**src/design/l2_consts.svh**
```systemverilog
`ifndef L2_CONSTS_SVH
`define L2_CONSTS_SVH

// cache geometry
`define L2_TAG_W     22
`define L2_INDEX_W   4
`define L2_WAY_W     2
`define L2_WAYS      4
`define L2_SETS      16

// 2-bit age per way
`define L2_AGE_W     2

// way n starts with age n
`define L2_AGE_RESET 8'b11_10_01_00

`endif

```
**src/design/l2_pkg.sv**
```systemverilog
`default_nettype none

`include "l2_consts.svh"

package l2_pkg;

    typedef logic [`L2_TAG_W-1:0] tag_t;
    typedef logic [`L2_INDEX_W-1:0] index_t;
    typedef logic [`L2_WAY_W-1:0] way_t;

    // one bit per way of a set
    typedef logic [`L2_WAYS-1:0] way_mask_t;

    // way n ages in slice n
    typedef logic [`L2_WAYS*`L2_AGE_W-1:0] set_ages_t;

    typedef enum logic [1:0]
    {
        IDLE,
        COMPARE,
        WRITE_BACK,
        ALLOCATE
    } ctrl_state_t;

endpackage

`default_nettype wire

```
**src/design/l2_req_latch.sv**
```systemverilog
`default_nettype none

module l2_req_latch (
    input  wire logic           clk,
    input  wire logic           nrst,
    input  wire logic           req_valid,
    input  wire logic           req_write,
    input  wire l2_pkg::tag_t   req_tag,
    input  wire l2_pkg::index_t req_index,
    input  wire logic           flush,
    input  wire logic           resp_done,
    output logic                pending,
    output logic                cur_write,
    output l2_pkg::tag_t        cur_tag,
    output l2_pkg::index_t      cur_index,
    output logic                flush_go,
    output logic                busy
);

    logic req_seen;

    always_ff @(posedge clk or negedge nrst)
    begin
        if (!nrst)
        begin
            req_seen <= 1'b0;
            pending  <= 1'b0;
            flush_go <= 1'b0;
            busy     <= 1'b0;
        end
        else
        begin
            // held address settles one cycle before the lookup starts
            req_seen <= req_valid;
            pending  <= req_seen;
            flush_go <= flush;
            if (req_valid || flush)
                busy <= 1'b1;
            else if (resp_done || flush_go)
                busy <= 1'b0;
        end
    end

    always_ff @(posedge clk)
    begin
        if (req_valid)
        begin
            cur_write <= req_write;
            cur_tag   <= req_tag;
            cur_index <= req_index;
        end
    end

    // caller must hold off until the previous transaction is answered
    a_strobe_legal : assert property (@(posedge clk) disable iff (!nrst)
        (req_valid || flush) |-> (!busy && !(req_valid && flush)));

endmodule

`default_nettype wire

```
**src/design/l2_tag_store.sv**
```systemverilog
`default_nettype none

`include "l2_consts.svh"

module l2_tag_store (
    input  wire logic           clk,
    input  wire logic           nrst,
    input  wire l2_pkg::tag_t   cur_tag,
    input  wire l2_pkg::index_t cur_index,
    input  wire logic           set_dirty,
    input  wire logic           fill,
    input  wire l2_pkg::way_t   fill_way,
    input  wire logic           flush_go,
    input  wire l2_pkg::way_t   victim,
    output logic                hit,
    output l2_pkg::way_t        hit_way,
    output l2_pkg::way_mask_t   set_valid,
    output logic                victim_dirty,
    output l2_pkg::tag_t        victim_tag
);

    import l2_pkg::*;

    localparam int LINES = `L2_SETS * `L2_WAYS;

    tag_t                                 tags [LINES];
    logic [LINES-1:0]                     valid;
    logic [LINES-1:0]                     dirty;
    way_mask_t                            match;
    logic [`L2_INDEX_W+`L2_WAY_W-1:0]     victim_line;
    logic [`L2_INDEX_W+`L2_WAY_W-1:0]     fill_line;
    logic [`L2_INDEX_W+`L2_WAY_W-1:0]     hit_line;

    assign victim_line = {cur_index, victim};
    assign fill_line   = {cur_index, fill_way};
    assign hit_line    = {cur_index, hit_way};

    // four-way compare on the held set
    always_comb
    begin
        hit_way = '0;
        for (int w = 0; w < `L2_WAYS; w++)
        begin
            set_valid[w] = valid[{cur_index, way_t'(w)}];
            match[w] = set_valid[w] && (tags[{cur_index, way_t'(w)}] == cur_tag);
            if (match[w])
                hit_way = way_t'(w);
        end
    end

    assign hit = |match;

    // a clean or invalid victim needs no write-back
    assign victim_dirty = valid[victim_line] && dirty[victim_line];
    assign victim_tag   = tags[victim_line];

    always_ff @(posedge clk)
    begin
        if (fill)
            tags[fill_line] <= cur_tag;
    end

    always_ff @(posedge clk or negedge nrst)
    begin
        if (!nrst)
        begin
            valid <= '0;
            dirty <= '0;
        end
        else if (flush_go)
        begin
            valid <= '0;
            dirty <= '0;
        end
        else
        begin
            if (fill)
            begin
                valid[fill_line] <= 1'b1;
                dirty[fill_line] <= 1'b0;
            end
            if (set_dirty)
                dirty[hit_line] <= 1'b1;
        end
    end

    // fills only go to missed sets, so a tag never sits in two ways
    a_one_match : assert property (@(posedge clk) disable iff (!nrst)
        $onehot0(match));

endmodule

`default_nettype wire

```
**src/design/l2_lru.sv**
```systemverilog
`default_nettype none

`include "l2_consts.svh"

module l2_lru (
    input  wire logic              clk,
    input  wire logic              nrst,
    input  wire l2_pkg::index_t    cur_index,
    input  wire l2_pkg::way_mask_t set_valid,
    input  wire logic              touch,
    input  wire l2_pkg::way_t      touch_way,
    output l2_pkg::way_t           victim
);

    import l2_pkg::*;

    set_ages_t              ages [`L2_SETS];
    set_ages_t              cur_ages;
    set_ages_t              next_ages;
    logic [`L2_AGE_W-1:0]   touch_age;
    logic                   found_invalid;

    assign cur_ages  = ages[cur_index];
    assign touch_age = cur_ages[touch_way*`L2_AGE_W +: `L2_AGE_W];

    // touched way becomes youngest, younger ones age by one
    always_comb
    begin
        logic [`L2_AGE_W-1:0] age_w;
        for (int w = 0; w < `L2_WAYS; w++)
        begin
            age_w = cur_ages[w*`L2_AGE_W +: `L2_AGE_W];
            if (way_t'(w) == touch_way)
                next_ages[w*`L2_AGE_W +: `L2_AGE_W] = '0;
            else if (age_w < touch_age)
                next_ages[w*`L2_AGE_W +: `L2_AGE_W] = age_w + 1'b1;
            else
                next_ages[w*`L2_AGE_W +: `L2_AGE_W] = age_w;
        end
    end

    // lowest invalid way first, else the oldest
    always_comb
    begin
        victim = '0;
        found_invalid = 1'b0;
        for (int w = 0; w < `L2_WAYS; w++)
        begin
            if (!found_invalid && !set_valid[w])
            begin
                victim = way_t'(w);
                found_invalid = 1'b1;
            end
        end
        if (!found_invalid)
        begin
            for (int w = 0; w < `L2_WAYS; w++)
            begin
                if (cur_ages[w*`L2_AGE_W +: `L2_AGE_W] == '1)
                    victim = way_t'(w);
            end
        end
    end

    always_ff @(posedge clk or negedge nrst)
    begin
        if (!nrst)
        begin
            for (int s = 0; s < `L2_SETS; s++)
                ages[s] <= `L2_AGE_RESET;
        end
        else if (touch)
            ages[cur_index] <= next_ages;
    end

endmodule

`default_nettype wire

```
**src/design/l2_ctrl_fsm.sv**
```systemverilog
`default_nettype none

module l2_ctrl_fsm (
    input  wire logic         clk,
    input  wire logic         nrst,
    input  wire logic         pending,
    input  wire logic         cur_write,
    input  wire logic         hit,
    input  wire l2_pkg::way_t hit_way,
    input  wire l2_pkg::way_t victim,
    input  wire logic         victim_dirty,
    input  wire logic         mem_done,
    output logic              resp_valid,
    output logic              resp_hit,
    output logic              data_update,
    output logic              refill,
    output l2_pkg::way_t      way,
    output logic              set_dirty,
    output logic              fill,
    output l2_pkg::way_t      fill_way,
    output logic              touch,
    output logic              start_evict,
    output logic              start_fill
);

    import l2_pkg::*;

    ctrl_state_t state;
    ctrl_state_t next_state;
    way_t        victim_q;
    logic        missed;

    assign fill_way = victim_q;

    always_comb
    begin
        next_state  = state;
        set_dirty   = 1'b0;
        fill        = 1'b0;
        touch       = 1'b0;
        start_evict = 1'b0;
        start_fill  = 1'b0;
        case (state)
            IDLE:
                if (pending)
                    next_state = COMPARE;
            COMPARE:
                if (hit)
                begin
                    touch      = 1'b1;
                    set_dirty  = cur_write;
                    next_state = IDLE;
                end
                else if (victim_dirty)
                begin
                    start_evict = 1'b1;
                    next_state  = WRITE_BACK;
                end
                else
                begin
                    start_fill = 1'b1;
                    next_state = ALLOCATE;
                end
            WRITE_BACK:
                if (mem_done)
                begin
                    start_fill = 1'b1;
                    next_state = ALLOCATE;
                end
            ALLOCATE:
                // after the fill the lookup runs again and hits
                if (mem_done)
                begin
                    fill       = 1'b1;
                    next_state = COMPARE;
                end
            default:
                next_state = IDLE;
        endcase
    end

    always_ff @(posedge clk or negedge nrst)
    begin
        if (!nrst)
        begin
            state       <= IDLE;
            resp_valid  <= 1'b0;
            resp_hit    <= 1'b0;
            data_update <= 1'b0;
            refill      <= 1'b0;
            missed      <= 1'b0;
        end
        else
        begin
            state       <= next_state;
            resp_valid  <= (state == COMPARE) && hit;
            data_update <= (state == COMPARE) && hit && cur_write;
            refill      <= (state == ALLOCATE) && mem_done;
            if (state == COMPARE)
            begin
                if (hit)
                begin
                    resp_hit <= !missed;
                    missed   <= 1'b0;
                end
                else
                    missed <= 1'b1;
            end
        end
    end

    always_ff @(posedge clk)
    begin
        if ((state == COMPARE) && !hit)
            victim_q <= victim;
        if ((state == COMPARE) && hit)
            way <= hit_way;
        else if ((state == ALLOCATE) && mem_done)
            way <= victim_q;
    end

endmodule

`default_nettype wire

```
**src/design/l2_mem_port.sv**
```systemverilog
`default_nettype none

module l2_mem_port (
    input  wire logic           clk,
    input  wire logic           nrst,
    input  wire logic           start_evict,
    input  wire logic           start_fill,
    input  wire l2_pkg::tag_t   cur_tag,
    input  wire l2_pkg::tag_t   victim_tag,
    input  wire l2_pkg::index_t cur_index,
    input  wire logic           mem_ready,
    output logic                mem_rd,
    output logic                mem_wr,
    output l2_pkg::tag_t        mem_tag,
    output l2_pkg::index_t      mem_index,
    output logic                mem_done
);

    // request levels drop the cycle after mem_ready
    always_ff @(posedge clk or negedge nrst)
    begin
        if (!nrst)
        begin
            mem_rd <= 1'b0;
            mem_wr <= 1'b0;
        end
        else
        begin
            if (start_fill)
                mem_rd <= 1'b1;
            else if (mem_ready)
                mem_rd <= 1'b0;
            if (start_evict)
                mem_wr <= 1'b1;
            else if (mem_ready)
                mem_wr <= 1'b0;
        end
    end

    // write-back carries the victim tag, refill the request tag
    always_ff @(posedge clk)
    begin
        if (start_evict)
            mem_tag <= victim_tag;
        else if (start_fill)
            mem_tag <= cur_tag;
        if (start_evict || start_fill)
            mem_index <= cur_index;
    end

    assign mem_done = (mem_rd || mem_wr) && mem_ready;

    a_one_request : assert property (@(posedge clk) disable iff (!nrst)
        !(mem_rd && mem_wr));

endmodule

`default_nettype wire

```
**src/design/l2_ctrl_top.sv**
```systemverilog
`default_nettype none

module l2_ctrl_top (
    input  wire logic           clk,
    input  wire logic           nrst,
    input  wire logic           req_valid,
    input  wire logic           req_write,
    input  wire l2_pkg::tag_t   req_tag,
    input  wire l2_pkg::index_t req_index,
    input  wire logic           flush,
    output logic                busy,
    output logic                resp_valid,
    output logic                resp_hit,
    output logic                data_update,
    output logic                refill,
    output l2_pkg::way_t        way,
    output logic                mem_rd,
    output logic                mem_wr,
    output l2_pkg::tag_t        mem_tag,
    output l2_pkg::index_t      mem_index,
    input  wire logic           mem_ready
);

    import l2_pkg::*;

    logic      pending;
    logic      cur_write;
    tag_t      cur_tag;
    index_t    cur_index;
    logic      flush_go;
    logic      hit;
    way_t      hit_way;
    way_mask_t set_valid;
    logic      victim_dirty;
    tag_t      victim_tag;
    way_t      victim;
    logic      set_dirty;
    logic      fill;
    way_t      fill_way;
    logic      touch;
    logic      start_evict;
    logic      start_fill;
    logic      mem_done;

    l2_req_latch i_req_latch (
        .clk, .nrst, .req_valid, .req_write, .req_tag, .req_index, .flush,
        .resp_done (resp_valid),
        .pending, .cur_write, .cur_tag, .cur_index, .flush_go, .busy
    );

    l2_ctrl_fsm i_ctrl_fsm (
        .clk, .nrst, .pending, .cur_write, .hit, .hit_way, .victim, .victim_dirty,
        .mem_done, .resp_valid, .resp_hit, .data_update, .refill, .way,
        .set_dirty, .fill, .fill_way, .touch, .start_evict, .start_fill
    );

    l2_tag_store i_tag_store (
        .clk, .nrst, .cur_tag, .cur_index, .set_dirty, .fill, .fill_way, .flush_go,
        .victim, .hit, .hit_way, .set_valid, .victim_dirty, .victim_tag
    );

    // the LRU is touched on the way that hit
    l2_lru i_lru (
        .clk, .nrst, .cur_index, .set_valid, .touch,
        .touch_way (hit_way),
        .victim
    );

    l2_mem_port i_mem_port (
        .clk, .nrst, .start_evict, .start_fill, .cur_tag, .victim_tag, .cur_index,
        .mem_ready, .mem_rd, .mem_wr, .mem_tag, .mem_index, .mem_done
    );

endmodule

`default_nettype wire

```
**config.mk**
```make
export PLATFORM = sky130hd
export DESIGN_NAME = l2_ctrl_top
export DESIGN_NICKNAME = d
export VERILOG_FILES = /design/src/design/l2_pkg.sv /design/src/design/l2_req_latch.sv /design/src/design/l2_tag_store.sv /design/src/design/l2_lru.sv /design/src/design/l2_ctrl_fsm.sv /design/src/design/l2_mem_port.sv /design/src/design/l2_ctrl_top.sv
export VERILOG_INCLUDE_DIRS = /design/src /design/src/design
export SDC_FILE = /design/constraint.sdc
export NUM_CORES = 2
export LEC_CHECK = 0
export BUFFER_PORTS_ARGS = -buffer_cell sky130_fd_sc_hd__buf_2
export CORE_ASPECT_RATIO = 0.5
export CORE_MARGIN = 2
export CORE_UTILIZATION = 35
export CTS_CLUSTER_SIZE = 12
export DETAILED_ROUTE_END_ITERATION = 8
export HOLD_SLACK_MARGIN = 0.08
export PLACE_DENSITY = 0.52
export SYNTH_ARGS = -nofsm -noshare
export SYNTH_HDL_FRONTEND = slang
export SYNTH_HIERARCHICAL = 1
export SYNTH_SLANG_ARGS = --single-unit
export TNS_END_PERCENT = 30
```
**constraint.sdc**
```tcl
create_clock -name clk -period 8 [get_ports clk]
set_input_delay 1.2 -clock clk [delete_from_list [all_inputs] [get_ports clk]]
set_output_delay 1.2 -clock clk [all_outputs]
set_load 0.005 [all_outputs]
```
# Word-level counts from Yosys, hierarchy flattened
# Memories as Yosys holds them, arrays and structs flattened. A register that Yosys moved wholly into a read port is not among the register bits.
# Index checks and enable logic that the tools add are counted.
[op_classes]
n_shift = 1
n_mux = 85
addsub = 4
reduce_logical = 38
magnitude_cmp = 15
eq_ne = 17
bitwise_logic = 5
[op_table]
columns = ["operator", "n"]
rows = [
  ["two-way mux 64 bit", 6],
  ["bitwise mux 128 bit", 1],
  ["bitwise OR 64 bit", 2],
  ["== test 22 bit", 4],
  ["AND 64 bit", 1],
  ["inverter 64 bit", 1],
  ["less-than comparator 6 x 7 -> 1 bit, second input constant", 7],
  ["two-way mux 2 bit", 23],
  ["two-way mux 22 bit", 2],
  ["two-way mux 1 bit", 34],
  ["binary-select mux 8 bit (select 4 bit)", 1],
  ["demux 8 bit (select 4 bit)", 1],
  ["two-way mux 6 bit", 4],
  ["two-way mux 8 bit", 3],
  ["binary-select mux 1 bit (select 4 bit)", 4],
  ["logical AND 1 bit", 16],
  ["binary-select mux 1 bit (select 6 bit)", 2],
  ["demux 1 bit (select 6 bit)", 2],
  ["== test 2 bit, second input constant", 6],
  ["greater-or-equal comparator 6 x 1 -> 1 bit, second input constant", 2],
  ["nonzero test 2 bit", 6],
  ["adder 2 x 1 -> 2 bit, second input constant", 4],
  ["less-than comparator 2 bit", 4],
  ["case mux 2 bit (4 select lines)", 1],
  ["other kinds (16)", 28],
]
[word_totals]
inputBits = 32
ramBits = 1408
word_cells = 203
mem_count = 1
out_inout_bits = 35
reg_bits = 326
[memory_table]
columns = ["name", "depth", "word_bits", "rd", "rd_clocked_by_memory_dff", "write_ports", "line", "text"]
rows = [
  ["i_tag_store.tags", 64, 22, 5, 4, 1, "l2_tag_store.sv:26", "tag_t tags [LINES];"],
]

# Logic depth before layout (Yosys ltp)
[depth]
word_depth = 24
mapped_depth = 33
mapped_depth_nobuf = 20

# Cells and area by module
# Netlist, hierarchy kept.
[by_module_without_submodules]
columns = ["module", "seq_area_each_um2", "area_per_inst_um2", "cells_per_inst", "instances"]
rows = [
  ["l2_tag_store", 45483.6, 72254.3, 3995, 1],
  ["l2_lru", 3283.1, 6510.0, 566, 1],
  ["l2_mem_port", 830.8, 1229.9, 59, 1],
  ["l2_req_latch", 910.9, 923.4, 33, 1],
  ["l2_ctrl_fsm", 295.3, 541.8, 43, 1],
]

# Worst setup path before layout
# Ideal clock, no wire load.
[synth_timing]
kind = "flip-flop to flip-flop"
start = "register i_req_latch.cur_index[0]"
end = "register i_mem_port.mem_index[0], enable pin"
t_arrival_ps = 6901
required_ps = 7636
slack_ps = 735
n_path_buf = 15
synth_period_minus_slack_ps = 7265
stages_incl_launch_ff = 32
path_cell_list = "edfxtp_1 -> buf_6 -> buf_12 -> buf_12 -> buf_12 -> buf_12 -> buf_6 -> buf_6 -> buf_2 -> buf_4 -> buf_4 -> buf_4 -> buf_2 -> mux2i_1 -> o22ai_1 -> a211o_1 -> a31oi_1 -> o21ai_0 -> nand2_1 -> a21boi_0 -> clkbuf_1 -> buf_1 -> clkbuf_1 -> mux4_2 -> mux2i_1 -> o22ai_1 -> or3_1 -> a21oi_1 -> nor2_1 -> or3b_1 -> a21boi_0 -> or2_2"
[synth_via]
word_cells_on_any_way = 53
[synth_lines]
columns = ["element", "line", "text"]
rows = [
  ["start, declared", "l2_req_latch.sv:15", "output l2_pkg::index_t cur_index,"],
  ["start signal, assigned", "l2_req_latch.sv:50", "cur_index <= req_index;"],
  ["binary-select mux 1 bit (select 4 bit) *", "l2_tag_store.sv:44", "set_valid[w] = valid[{cur_index, way_t'(w)}];"],
  ["two-way mux 1 bit (not written as such) *", "l2_tag_store.sv:44", ""],
  ["named net set_valid[0]", "l2_ctrl_top.sv:33", "way_mask_t set_valid;"],
  ["two-way mux 1 bit or logical AND 1 bit (tied branches)", "l2_lru.sv:49", "if (!found_invalid && !set_valid[w])"],
  ["two-way mux 1 bit", "l2_lru.sv:49", ""],
  ["zero test 1 bit", "l2_lru.sv:49", ""],
  ["logical AND 1 bit", "l2_lru.sv:49", ""],
  ["two-way mux 1 bit", "l2_lru.sv:49", ""],
  ["(+8 left out)", "--", ""],
  ["named net victim[0]", "l2_ctrl_top.sv:36", "way_t victim;"],
  ["(+1 left out)", "--", ""],
  ["two-way mux 1 bit (not written as such)", "l2_tag_store.sv:54", "assign victim_dirty = valid[victim_line] && dirty[victim_line];"],
  ["logical AND 1 bit *", "l2_tag_store.sv:54", ""],
  ["named net victim_dirty", "l2_ctrl_top.sv:34", "logic victim_dirty;"],
  ["two-way mux 1 bit *", "l2_ctrl_fsm.sv:54", "else if (victim_dirty)"],
  ["two-way mux 1 bit *", "l2_ctrl_fsm.sv:48", "if (hit)"],
  ["case mux 1 bit (2 select lines) *", "l2_ctrl_fsm.sv:43", "case (state)"],
  ["named net start_fill", "l2_ctrl_top.sv:42", "logic start_fill;"],
  ["logical OR 1 bit *", "l2_mem_port.sv:47", "if (start_evict || start_fill)"],
  ["end signal, assigned", "l2_mem_port.sv:48", "mem_index <= cur_index;"],
  ["end, declared", "l2_mem_port.sv:15", "output l2_pkg::index_t mem_index,"],
]
# The timed path passes the listed nets; every way through them passes the cells marked *. The select of a mux whose other input is x is not followed.
# A chain may end at the register's enable or synchronous reset.

# Worst setup path after layout
[layout_timing]
start = "register i_req_latch.cur_index[2]"
end = "register i_lru/ages[11] (netlist bit)"
[layout_via]
elab_chain_len = 11
word_cells_on_any_way = 34
[layout_lines]
columns = ["element", "line", "text"]
rows = [
  ["binary-select mux 1 bit (select 4 bit)", "l2_tag_store.sv:44", ""],
  ["two-way mux 1 bit (not written as such)", "l2_tag_store.sv:44", ""],
  ["logical AND 1 bit", "l2_tag_store.sv:45", "match[w] = set_valid[w] && (tags[{cur_index, way_t'(w)}] == cur_tag);"],
  ["two-way mux 1 bit", "l2_tag_store.sv:46", "if (match[w])"],
  ["two-way mux 2 bit", "l2_tag_store.sv:46", ""],
  ["two-way mux 2 bit *", "l2_tag_store.sv:46", ""],
  ["named net hit_way[0]", "l2_ctrl_top.sv:32", "way_t hit_way;"],
  ["indexed part select 8 x 4 -> 2 bit", "l2_lru.sv:24", "assign touch_age = cur_ages[touch_way*`L2_AGE_W +: `L2_AGE_W];"],
  ["less-than comparator 2 bit", "l2_lru.sv:35", "else if (age_w < touch_age)"],
  ["two-way mux 2 bit", "l2_lru.sv:35", ""],
  ["two-way mux 2 bit *", "l2_lru.sv:33", "if (way_t'(w) == touch_way)"],
  ["bitwise mux 128 bit *", "l2_lru.sv:73", "ages[cur_index] <= next_ages;"],
  ["end signal, assigned by index", "l2_lru.sv:70", "ages[s] <= `L2_AGE_RESET;"],
  ["end signal, assigned by index", "l2_lru.sv:73", ""],
  ["end, declared", "l2_lru.sv:17", "set_ages_t ages [`L2_SETS];"],
]
# Marks and branches as above.

==> flow_summary.json <==
{
  "drc": 0,
  "rsz0062_at_grt": "no",
  "hold_depth": 0,
  "cts_buffers": 181,
  "yosys_warnings": 6,
  "pwr-share-seq_pct": 50.8,
  "place_area_sq_um": 86860,
  "skew_ns": 0.09616,
  "cts_sinks": 1734,
  "holdBufCountCts": 0,
  "clock_latency_ns": 0.87,
  "avgSynthCellArea_sq_um": 17.35,
  "post_drt_wl_per_cell_um": 40.92,
  "start_kind": "flip-flop",
  "die-area_sq_um": 236800,
  "crit_start": "i_req_latch/cur_index[2]",
  "netlist_instances": 4696,
  "post-route-min-period_ns": 7.806,
  "cts_buffer_depth": 4,
  "start_util_pct": 35.14,
  "std_cell_rows": 125,
  "pin_count": 67,
  "fin_area_sq_um": 92110,
  "cp-end-kind": "flip-flop",
  "vias": 52810,
  "post_cts.resized_instances": 0,
  "finalCritPeriodShare_pct": 97.58,
  "cts_tree": "built",
  "synth-async-reset-ratio_pct": 15.51,
  "hold_path_class": "flip-flop to flip-flop",
  "dpl.hpwl_um": 204300,
  "netlist_area_sq_um": 81460,
  "drtAntennaViolNets": 0,
  "fmax_mhz": 128.1,
  "num-nets-final": 4928,
  "power.total_w": 0.01950,
  "grt_max_degree": 154,
  "routed_wirelength_um": 331500,
  "areaGrowthSynthToFinish_pct": 13.07,
  "grt_pass1_vias": 51120,
  "intPower_w": 0.01478,
  "track_usage_pct": 27.34,
  "required_ns": 8.72,
  "clockPowerShare_pct": 40.7,
  "synth_seq_cells": 1734,
  "crit_family": "compound AO/OA/AOI/OAI gates",
  "drv_cap": 1,
  "clk_pin_slew_ns": 0.06,
  "io_buffers": 66,
  "p_leak_nw": 30.67,
  "finalHoldViolCount": 0,
  "slew_headroom_pct": -3.506,
  "violations": "capacitance limit, slew limit",
  "syn_nets": 4742,
  "r2r_slack_ns": 0.19,
  "irDropWorstVdd_mv": 0.1648,
  "crit_top_cell": "buf_4",
  "reg2reg_to": "i_lru/ages[11]",
  "synth_area_leaders": "edfxtp_1, mux4_2, dfrtp_1, mux2i_1, dfstp_2",
  "slew_violations": 14,
  "tightest_slew_ns": 1.549,
  "grt.overflow.total": 0,
  "switchingPower_w": 0.004724,
  "coreArea_sq_um": 231800,
  "die_w_um": 686.3,
  "synth_common_cells": "edfxtp_1, mux4_2, mux2i_1",
  "grt_pass1_wl_um": 446300,
  "final.setup.tns_ns": 0,
  "yosysUniqueCellTypes": 88,
  "whs_endpoint": "i_req_latch/pending",
  "rr_worst_depth": 21,
  "vias_per_cell": 6.518,
  "gp_congestion": 0.9152,
  "path_cells": "buf_4, buf_12, mux2i_1, o2111ai_1, a211oi_1, xnor2_1, a2111oi_1, buf_4, nand4b_1, nor4_1, buf_4, o21bai_1, buf_4, nor2_1, and2_1, a32o_1, o41ai_1, buf_4, a21oi_1, o21ai_2, mux2_2",
  "reg2reg_from": "i_req_latch/cur_index[2]",
  "p_comb_share_pct": 8.5,
  "yosysMostFrequentCell": "edfxtp_1",
  "post_cts_buffers": 0,
  "cts_root_buf": "clkbuf_16",
  "cp_slowest_cell": "edfxtp_1",
  "antenna_found_initial": 29,
  "crit_arrival_ns": 8.53,
  "layout-drive-gt1-share_pct": 30.25,
  "outcome": "finished with violations",
  "synth_top_area_share_pct": 54.01,
  "cp_max_fo": 66,
  "path_buf_inv": 6,
  "power.density_nw_per_um2": 211.7,
  "critPathMaxStageDelay_ns": 0.71,
  "worst_hold_startpoint": "i_req_latch/req_seen",
  "first_pass_iters": 6,
  "timing.hold.ws_ns": 0.3532,
  "synth_edf_count": 1465,
  "h-tree-depth": 4,
  "drtIter0Drc": 9284,
  "seq_area_frac_synth_pct": 62.37,
  "path_class": "flip-flop to flip-flop",
  "synthFlopType": "edfxtp_1",
  "switching_share_pct": 24.22,
  "synth_top_area_cell": "edfxtp_1",
  "die_h_um": 345.1,
  "setup_viol": 0
}
-- worst max path at each step --
stage          cells past startpoint                      end
2_1_floorplan                     31  i_mem_port/mem_index[0]
3_3_place_gp                      21           i_lru/ages[11]
3_5_place_dp                      21           i_lru/ages[11]
4_1_cts                           21           i_lru/ages[11]
5_1_grt                           21           i_lru/ages[91]
6_report                          21           i_lru/ages[11]
-- final cells by class --
class,count,area (sq um)
diodes,16,40.04
repair buffers,361,2895
well taps,3111,3892
inverters,20,83.83
multi-input cells,2584,29210
clock buffers,241,4911
flip-flops and latches,1734,50810
clock inverters,35,267.8
fillers,20910,139700
-- layer usage --
metal | track usage [%] | share of wire (%)
met5 | 0 | 0.11
met3 | 7.975 | 13
met2 | 39.23 | 42
met4 | 9.912 | 4.2
met1 | 39.38 | 40
-- cell usage in the layout, fill, tap and decap left out, types with 33 or more instances in the layout --
cell,count
a31oi_1,43
dfstp_2,64
clkbuf_16,186
nor2_1,261
nand3_1,35
mux4_2,632
buf_4,269
nand2_1,112
clkbuf_1,50
xnor2_1,33
edfxtp_1,1465
xor2_1,51
nor2_4,64
mux2_2,40
or3b_2,68
nor3_1,34
o22ai_1,215
a21oi_1,51
mux2i_1,511
buf_2,64
o21ai_0,84
dfrtp_1,204
-- registers in the layout, indices dropped and copies added, names as in the netlist, 2 cells and up --
signal	count
i_mem_port/mem_tag	22
i_tag_store/valid	64
i_tag_store/dirty	64
i_ctrl_fsm/way	2
i_tag_store/tags	1408
i_mem_port/mem_index	4
i_ctrl_fsm/fill_way	2
i_lru/ages	128
i_req_latch/cur_tag	22
i_req_latch/cur_index	4
i_ctrl_fsm/state	2
-- worst register-to-register path: stages, from the launching register on --
cell	delay, ns
edfxtp_1	0.71
buf_4	0.64
buf_12	0.57
mux2i_1	0.34
o2111ai_1	0.13
a211oi_1	0.50
xnor2_1	0.40
a2111oi_1	0.69
buf_4	0.24
nand4b_1	0.36
nor4_1	0.63
buf_4	0.24
o21bai_1	0.13
buf_4	0.17
nor2_1	0.06
and2_1	0.16
a32o_1	0.23
o41ai_1	0.45
buf_4	0.19
a21oi_1	0.07
o21ai_2	0.56
mux2_2	0.29
-- power by group through the flow --
stage	clock network (W)	registers [W]	logic, W
3_5_place_dp	0	0.0101	0.00160
5_1_grt	0.00838	0.00991	0.00168
4_1_cts	0.00802	0.00991	0.00161
6_report	0.00794	0.00991	0.00166
2_1_floorplan	0	0.0102	0.000840
3_3_place_gp	0	0.0101	0.00160
-- cell families (layout without fill, tap and decap cells) --
kind of cell             Yosys count  count (layout)  share of synthesized area, %
AND/OR/NAND/NOR                  705             705                         4.325
other                              0              16                             0
flip-flops                      1734            1734                         62.37
multiplexers                    1215            1215                         25.07
adder cells (fa/ha/maj)           14              14                        0.2150
XOR/XNOR                          85              85                        0.9139
buffers and inverters            378             657                         2.481
AO/OA/AOI/OAI                    565             565                         4.623
-- metrics by stage --
step,setup WS [ns],utilization (%),cells
floorplan,0.7349,-,4696
global placement,0.3440,37.47,7809
detailed placement,0.2939,37.47,7809
CTS,0.2573,39.71,8085
global route,0.03005,39.72,8087
finish,0.1937,39.74,8102
Note: power is estimated with default switching activity, not from simulation.
